==> config.mk <==
export PLATFORM = sky130hd
export DESIGN_NAME = ifu_bpu
export DESIGN_NICKNAME = d
export VERILOG_FILES = /design/src/bpu_pkg.sv /design/src/bpu_if.sv /design/src/jal_decode.sv /design/src/pred_counter.sv /design/src/bht.sv /design/src/btb.sv /design/src/jal_redirect.sv /design/src/ifu_bpu.sv
export SDC_FILE = /design/constraint.sdc
export NUM_CORES = 2
export LEC_CHECK = 0
export BUFFER_PORTS_ARGS = -buffer_cell sky130_fd_sc_hd__buf_4
export CORE_ASPECT_RATIO = 1.25
export CORE_MARGIN = 3
export CORE_UTILIZATION = 45
export CTS_BUF_LIST = sky130_fd_sc_hd__clkbuf_8
export CTS_CLUSTER_SIZE = 30
export DETAILED_ROUTE_END_ITERATION = 10
export GPL_ROUTABILITY_DRIVEN = 0
export GPL_TIMING_DRIVEN = 0
export PLACE_DENSITY = 0.63
export SYNTH_ARGS = -nofsm -noshare
export SYNTH_HDL_FRONTEND = slang
export SYNTH_HIERARCHICAL = 1
export SYNTH_SLANG_ARGS = --single-unit
==> constraint.sdc <==
create_clock -name clk -period 5.4 [get_ports clk]
set_clock_uncertainty 0.2 [all_clocks]
set_input_delay 0.54 -clock clk [delete_from_list [all_inputs] [get_ports clk]]
set_output_delay 0.54 -clock clk [all_outputs]
set_load 0.02 [all_outputs]
==> src/bpu_pkg.sv <==
// Branch prediction package
// Shared sizes, table geometry, opcode and counter state encodings

package bpu_pkg;

  // Fetch packet geometry
  localparam int SLOTS      = 4;
  localparam int SLOT_IDX_W = 2;
  localparam int INSTR_W    = 32;
  localparam int PKT_W      = SLOTS * INSTR_W;

  // Branch history table, indexed by pc[7:2]
  localparam int BHT_ENTRIES = 64;
  localparam int BHT_IDX_W   = 6;

  // Branch target buffer, indexed by pc[6:2], tagged with pc[31:7]
  localparam int BTB_ENTRIES = 32;
  localparam int BTB_IDX_W   = 5;
  localparam int BTB_TAG_W   = 25;

  // Major opcodes the decoder cares about
  typedef enum logic [6:0] {
    OP_OTHER  = 7'b0000000,
    OP_BRANCH = 7'b1100011,
    OP_JAL    = 7'b1101111
  } opcode_e;

  // Two bit counter states, taken when the upper bit is clear
  typedef enum logic [1:0] {
    ST  = 2'b00,
    WT  = 2'b01,
    WNT = 2'b10,
    SNT = 2'b11
  } pred_state_e;

  // One bit per instruction slot
  typedef logic [SLOTS-1:0] slot_mask_t;

endpackage

==> src/bpu_if.sv <==
// Fetch packet and branch resolve interfaces
// Shared between the decode, prediction tables and redirect logic

`timescale 1ns/10ps

interface fetch_pkt_if;

  bpu_pkg::slot_mask_t        valid;
  logic [bpu_pkg::PKT_W-1:0] instr;
  // Halfword fetch address, slot base is derived by each consumer
  logic [31:1]                pc;

  modport producer (
    output valid,
    output instr,
    output pc
  );

  modport consumer (
    input valid,
    input instr,
    input pc
  );

endinterface

interface resolve_if;

  logic        valid;
  logic [31:1] pc;
  logic        taken;
  logic [31:1] target;

  // Execute stage report, no back-pressure
  modport trainer (
    input valid,
    input pc,
    input taken,
    input target
  );

endinterface

==> src/jal_decode.sv <==
// Slot decoder for the branch predictor
// Flags JAL and conditional branches and computes JAL targets

`timescale 1ns/10ps

module jal_decode (
  fetch_pkt_if.consumer              fetch,
  output bpu_pkg::slot_mask_t        jal,
  output bpu_pkg::slot_mask_t        branch,
  output logic [bpu_pkg::SLOTS-1:0][31:1] jal_target
);

  for (genvar i = 0; i < bpu_pkg::SLOTS; i++) begin : g_slot
    logic [bpu_pkg::INSTR_W-1:0] word;
    logic [31:1]                 slot_pc;
    logic [31:1]                 imm;
    bpu_pkg::opcode_e            op;

    assign word = fetch.instr[i*bpu_pkg::INSTR_W +: bpu_pkg::INSTR_W];

    // Packet base plus four bytes per slot
    assign slot_pc = {fetch.pc[31:4], bpu_pkg::SLOT_IDX_W'(i), 1'b0};

    always_comb begin
      case (word[6:0])
        bpu_pkg::OP_JAL:    op = bpu_pkg::OP_JAL;
        bpu_pkg::OP_BRANCH: op = bpu_pkg::OP_BRANCH;
        default:            op = bpu_pkg::OP_OTHER;
      endcase
    end

    // J-type immediate, imm[20|10:1|11|19:12], sign extended
    assign imm = {{11{word[31]}}, word[31], word[19:12], word[20], word[30:21]};

    assign jal[i]        = fetch.valid[i] && (op == bpu_pkg::OP_JAL);
    assign branch[i]     = fetch.valid[i] && (op == bpu_pkg::OP_BRANCH);
    assign jal_target[i] = slot_pc + imm;
  end

endmodule

==> src/pred_counter.sv <==
// Two bit saturating branch counter
// Steps toward ST on taken and toward SNT on not taken

`timescale 1ns/10ps

module pred_counter (
  input  logic                 update,
  input  logic                 taken,
  input  bpu_pkg::pred_state_e state_in,
  output bpu_pkg::pred_state_e state_out,
  output logic                 take
);

  always_comb begin
    state_out = state_in;
    if (update) begin
      case (state_in)
        bpu_pkg::ST:  state_out = taken ? bpu_pkg::ST  : bpu_pkg::WT;
        bpu_pkg::WT:  state_out = taken ? bpu_pkg::ST  : bpu_pkg::WNT;
        bpu_pkg::WNT: state_out = taken ? bpu_pkg::WT  : bpu_pkg::SNT;
        bpu_pkg::SNT: state_out = taken ? bpu_pkg::WNT : bpu_pkg::SNT;
        default:      state_out = state_in;
      endcase
    end
  end

  // Taken side of the table has the upper bit clear
  assign take = ~state_in[1];

endmodule

==> src/bht.sv <==
// Branch history table of 2-bit counters
// Four combinational slot lookups and one training port

`timescale 1ns/10ps

module bht (
  input  logic                clk,
  input  logic                rst_n,
  fetch_pkt_if.consumer       fetch,
  resolve_if.trainer          res,
  output bpu_pkg::slot_mask_t pred_taken
);

  bpu_pkg::pred_state_e           cnt_q [bpu_pkg::BHT_ENTRIES];
  bpu_pkg::pred_state_e           cnt_wr;
  logic [bpu_pkg::BHT_IDX_W-1:0]  res_idx;

  assign res_idx = res.pc[7:2];

  // Training path, holds the entry when no resolve is present
  pred_counter wr_ctr_i (
    .update   (res.valid),
    .taken    (res.taken),
    .state_in (cnt_q[res_idx]),
    .state_out(cnt_wr),
    .take     ()
  );

  always_ff @(posedge clk or negedge rst_n) begin
    if (!rst_n) begin
      for (int e = 0; e < bpu_pkg::BHT_ENTRIES; e++) begin
        cnt_q[e] <= bpu_pkg::WNT;
      end
    end else begin
      cnt_q[res_idx] <= cnt_wr;
    end
  end

  // Lookup per slot
  for (genvar i = 0; i < bpu_pkg::SLOTS; i++) begin : g_rd
    logic [bpu_pkg::BHT_IDX_W-1:0] rd_idx;

    assign rd_idx = {fetch.pc[7:4], bpu_pkg::SLOT_IDX_W'(i)};

    pred_counter rd_ctr_i (
      .update   (1'b0),
      .taken    (1'b0),
      .state_in (cnt_q[rd_idx]),
      .state_out(),
      .take     (pred_taken[i])
    );
  end

endmodule

==> src/btb.sv <==
// Direct-mapped branch target buffer
// Filled by taken resolves, looked up for every fetch slot

`timescale 1ns/10ps

module btb (
  input  logic                              clk,
  input  logic                              rst_n,
  fetch_pkt_if.consumer                     fetch,
  resolve_if.trainer                        res,
  output bpu_pkg::slot_mask_t               hit,
  output logic [bpu_pkg::SLOTS-1:0][31:1]   target
);

  logic                          valid_q [bpu_pkg::BTB_ENTRIES];
  logic [bpu_pkg::BTB_TAG_W-1:0] tag_q   [bpu_pkg::BTB_ENTRIES];
  logic [31:1]                   tgt_q   [bpu_pkg::BTB_ENTRIES];

  logic [bpu_pkg::BTB_IDX_W-1:0] wr_idx;
  logic [bpu_pkg::BTB_TAG_W-1:0] wr_tag;
  logic                          wr_en;

  assign wr_idx = res.pc[6:2];
  assign wr_tag = res.pc[31:7];
  // Not-taken resolves never allocate
  assign wr_en  = res.valid && res.taken;

  always_ff @(posedge clk or negedge rst_n) begin
    if (!rst_n) begin
      for (int e = 0; e < bpu_pkg::BTB_ENTRIES; e++) begin
        valid_q[e] <= 1'b0;
      end
    end else if (wr_en) begin
      valid_q[wr_idx] <= 1'b1;
    end
  end

  // Tag and target payload
  always_ff @(posedge clk) begin
    if (wr_en) begin
      tag_q[wr_idx] <= wr_tag;
      tgt_q[wr_idx] <= res.target;
    end
  end

  for (genvar i = 0; i < bpu_pkg::SLOTS; i++) begin : g_rd
    logic [bpu_pkg::BTB_IDX_W-1:0] rd_idx;
    logic [bpu_pkg::BTB_TAG_W-1:0] rd_tag;

    assign rd_idx = {fetch.pc[6:4], bpu_pkg::SLOT_IDX_W'(i)};
    assign rd_tag = fetch.pc[31:7];

    assign hit[i]    = valid_q[rd_idx] && (tag_q[rd_idx] == rd_tag);
    assign target[i] = tgt_q[rd_idx];
  end

  // Taken resolve is visible to lookups after the edge that writes it
  wr_visible_a: assert property (
    @(posedge clk) disable iff (!rst_n)
    wr_en |=> valid_q[$past(wr_idx)] &&
              (tag_q[$past(wr_idx)] == $past(wr_tag)) &&
              (tgt_q[$past(wr_idx)] == $past(res.target))
  ) else $error("btb: taken resolve was not written to its entry");

endmodule

==> src/jal_redirect.sv <==
// Redirect select for a fetch packet
// Earliest taken slot wins, plus registered write mask and JAL flag

`timescale 1ns/10ps

module jal_redirect (
  input  logic                            clk,
  input  logic                            rst_n,
  input  logic                            flush,
  fetch_pkt_if.consumer                   fetch,
  input  bpu_pkg::slot_mask_t             jal,
  input  bpu_pkg::slot_mask_t             branch,
  input  logic [bpu_pkg::SLOTS-1:0][31:1] jal_target,
  input  bpu_pkg::slot_mask_t             pred_taken,
  input  bpu_pkg::slot_mask_t             hit,
  input  logic [bpu_pkg::SLOTS-1:0][31:1] btb_target,
  output logic                            redir_en,
  output logic [31:1]                     redir_target,
  output bpu_pkg::slot_mask_t             slot_wren,
  output logic                            jal_en_q
);

  bpu_pkg::slot_mask_t            redir_mask;
  logic [bpu_pkg::SLOT_IDX_W-1:0] win_idx;
  bpu_pkg::slot_mask_t            wren_d;
  logic                           jal_win;

  // Branches need both a taken prediction and a known target
  assign redir_mask = jal | (branch & pred_taken & hit);
  assign redir_en   = |redir_mask;

  // Scan from the top so the lowest set slot is left in win_idx
  always_comb begin
    win_idx = '0;
    for (int i = bpu_pkg::SLOTS - 1; i >= 0; i--) begin
      if (redir_mask[i]) begin
        win_idx = bpu_pkg::SLOT_IDX_W'(i);
      end
    end
  end

  assign jal_win = redir_en && jal[win_idx];

  always_comb begin
    if (!redir_en) begin
      // Sequential fetch, next 16 byte packet
      redir_target = {fetch.pc[31:4] + 28'd1, 3'b000};
    end else if (jal_win) begin
      redir_target = jal_target[win_idx];
    end else begin
      redir_target = btb_target[win_idx];
    end
  end

  always_comb begin
    wren_d = fetch.valid;
    if (redir_en) begin
      for (int i = 0; i < bpu_pkg::SLOTS; i++) begin
        wren_d[i] = (i <= int'(win_idx));
      end
    end
  end

  always_ff @(posedge clk or negedge rst_n) begin
    if (!rst_n) begin
      slot_wren <= '0;
      jal_en_q  <= 1'b0;
    end else if (flush) begin
      slot_wren <= '0;
      jal_en_q  <= 1'b0;
    end else begin
      slot_wren <= wren_d;
      jal_en_q  <= jal_win;
    end
  end

  // Mask after a redirect is 0001, 0011, 0111 or 1111
  wren_run_a: assert property (
    @(posedge clk) disable iff (!rst_n)
    (redir_en && !flush) |=> slot_wren[0] && (((slot_wren + 1'b1) & slot_wren) == '0)
  ) else $error("jal_redirect: slot_wren %b is not a run from slot 0", slot_wren);

endmodule

==> src/ifu_bpu.sv <==
// Branch prediction unit of the instruction fetch stage
// Connects fetch and resolve ports to decode, BHT, BTB and redirect

`timescale 1ns/10ps

module ifu_bpu (
  input  logic                clk,
  input  logic                rst_n,
  input  logic                flush,
  input  logic [3:0]          fetch_valid,
  input  logic [127:0]        fetch_instr,
  input  logic [31:1]         fetch_pc,
  input  logic                res_valid,
  input  logic [31:1]         res_pc,
  input  logic                res_taken,
  input  logic [31:1]         res_target,
  output logic                redir_en,
  output logic [31:1]         redir_target,
  output logic [3:0]          slot_wren,
  output logic                jal_en_q
);

  fetch_pkt_if fetch_i ();
  resolve_if   res_i ();

  bpu_pkg::slot_mask_t             jal;
  bpu_pkg::slot_mask_t             branch;
  bpu_pkg::slot_mask_t             pred_taken;
  bpu_pkg::slot_mask_t             hit;
  logic [bpu_pkg::SLOTS-1:0][31:1] jal_target;
  logic [bpu_pkg::SLOTS-1:0][31:1] btb_target;

  assign fetch_i.valid = fetch_valid;
  assign fetch_i.instr = fetch_instr;
  assign fetch_i.pc    = fetch_pc;

  assign res_i.valid  = res_valid;
  assign res_i.pc     = res_pc;
  assign res_i.taken  = res_taken;
  assign res_i.target = res_target;

  jal_decode dec_i (
    .fetch     (fetch_i),
    .jal       (jal),
    .branch    (branch),
    .jal_target(jal_target)
  );

  bht bht_i (
    .clk       (clk),
    .rst_n     (rst_n),
    .fetch     (fetch_i),
    .res       (res_i),
    .pred_taken(pred_taken)
  );

  btb btb_i (
    .clk   (clk),
    .rst_n (rst_n),
    .fetch (fetch_i),
    .res   (res_i),
    .hit   (hit),
    .target(btb_target)
  );

  jal_redirect redir_i (
    .clk         (clk),
    .rst_n       (rst_n),
    .flush       (flush),
    .fetch       (fetch_i),
    .jal         (jal),
    .branch      (branch),
    .jal_target  (jal_target),
    .pred_taken  (pred_taken),
    .hit         (hit),
    .btb_target  (btb_target),
    .redir_en    (redir_en),
    .redir_target(redir_target),
    .slot_wren   (slot_wren),
    .jal_en_q    (jal_en_q)
  );

endmodule

==> out/metrics.cfg <==
[status]
status=finished with violations
failed_checks=setup timing

[route]
viasPerCell=6.307
dr_total_vias=52806
drt_iter0_drc=6481
drcViolationCount=0
wl_per_cell_um=34.07
final_antenna_net_count=0
wl_um=285200
drt_first_pass_iters=6

[floorplanning]
dieWidth_um=396.7
die_area_um2=196100
core_area_um2=188900
io_pins=267
die_y_um=494.3
start_util_pct=45.46
rows=178

[yosys]
syn_avg_cell_area_um2=17.68
syn_nets=5198
syn_inst=4855
ys.warnings.count=6
syn_area_um2=85850

[sta]
min_period_ps=6222
rsz0062_at_grt=yes
hold_viol=0
worst_pin_slew_ps=1442
post-route-period-util_pct=115.2
setup_viol=31
finalWorstSetupSlack_ps=-821.9
max_freq_mhz=160.7
slew_headroom_pct=2.954
maxSlewViolCount=0
fin_setup_tns_ps=-20820

[clock_network]
htree_levels=5
numCtsBuffers=324
cts_buffer_depth=4
clk_latency_ps=1020
cts_tree=done
cts_root_buf=clkbuf_8
clk_pin_slew_ps=60
cts.sinks=1957

[worst_setup_path]
crit_path_end_kind=output port
startpoint=fetch_pc[5]
critPathKind=in2out
cp_max_fo=17
r2r_start=bht_i/cnt_q[32]
worstPathRequired_ps=4660
reg2regPathDepth=10
cp-start-kind=input port
cp.arrival_ps=5480

[place]
hpwlAfterDp_um=195800
placed_cells=7708
portBuffers=235

[grt]
antenna_found_initial=14
grt_max_degree=94
track_usage_pct=28.72
grt_pass1_wl_um=394400
grt_overflow_total=0
grt_pass1_vias=52498

[finish]
layout-drive-gt1-share_pct=32.87
nets=5978
postLayoutCoreUtil_pct=53.75
final_cells=8373
syn_to_final_growth_pct=18.26

[power_and_ir_drop]
leakage_nw=34.95
vdd_drop_max_v=0.0002389
power_density_nw_per_um2=321.1

[run]
cap_violations=0

[min_path]
worst_hold_path_type=in2async

[sequential cells by signal, indices dropped and copies added (netlist names)]
name,flops
btb_i/tag_q,800
redir_i/slot_wren,4
redir_i/jal_en_q,1
btb_i/tgt_q,992
bht_i/cnt_q,128
btb_i/valid_q,32
[through the flow]
stage | area, µm² | hold WS, ps | worst slack, ps | power [mW]
3_3_place_gp | 90760 | 245.5 | -3521 | 20.68
2_1_floorplan | 85850 | 44.41 | 776.2 | 19.34
3_5_place_dp | 93120 | 249.1 | -3204 | 20.77
4_1_cts | 100600 | 15.43 | -824.6 | 32.63
5_1_grt | 101500 | 77.58 | -812.4 | 33.61
6_report | 101500 | 98.07 | -821.9 | 32.60
[layout make-up]
type,count,area [µm²]
fill,15175,87340
clock buffer,335,4611
sequential,1957,58020
buffer,262,1858
tap,2520,3153
antenna,5,12.51
multi-input combinational,2594,27480
clock inverter,204,1044
timing repair buffer,456,5189
inverter,40,150.1
[final timing paths]
kind | to | slack [ps]
worst max-delay path | redir_target[21] | -820
worst min-delay path | bht_i/cnt_q[41] | 100
worst max register to register | bht_i/cnt_q[88] | 1160
worst min register to register | btb_i/valid_q[12] | 260
max in group asynchronous | bht_i/cnt_q[93] | 4310
min in group clk | btb_i/tag_q[16][14] | 120
[report_power, final]
group | leakage [nW] | total, mW | internal, mW | switching (mW)
Clock | 3.27 | 12.0 | 6.09 | 5.86
Sequential | 18.1 | 17.1 | 16.9 | 0.194
Combinational | 13.6 | 3.50 | 1.41 | 2.09
Total | 34.9 | 32.6 | 24.5 | 8.14
[what timing repair did]
action                                 4_1_cts  5_1_grt
gates cloned                                 2        4
hold buffers                                67        0
resized for setup                          218      111
setup endpoints to repair                   34       32
setup buffers                               17       33
endpoints found under the hold margin     1940        0
pin swaps                                   44       76
[cells in the final DEF (no fill, tap or decap), types with 46 or more instances in the layout]
master         count
clkinv_1          65
nand2_1          119
ha_1             111
buf_6             51
dlygate4sd3_1     66
buf_4            313
nor2_1           209
clkbuf_8         336
a21o_1            58
mux2i_1          171
dfrtp_1          101
mux2_2           311
xor2_1           132
o22ai_1           49
mux4_2           391
o21ai_0           46
dfstp_2           64
edfxtp_1        1792
inv_1            137
a221oi_1          61
xnor2_1           81
a221o_1           59
buf_12            96
clkbuf_1          76
a21oi_1          120
[worst max-delay path, cell delays in order]
cell      delay [ps]
buf_6            260
buf_6            240
buf_6            250
buf_4            280
buf_8            280
mux2i_2          290
xor2_2           330
nand4_1          350
nor3_4           330
and4_4           350
a31oi_4          150
nor2_4           200
buf_6            180
buf_12           140
a221o_1          190
o211ai_1         160
a222oi_1         670
buf_4            260
[routing by layer]
layer / global-route usage, % / wire length [µm] / up-vias / part of all wire, %
met4: 10.42 / 11270 / 2 / 4.0
met1: 38.64 / 109300 / 27612 / 38
met3: 7.807 / 32550 / 582 / 11
met2: 45.07 / 132100 / 3204 / 46
li1: - / - / 21406 / -
met5: 0 / 17 / - / 0.0060
Power figures use the tool's default switching activity.
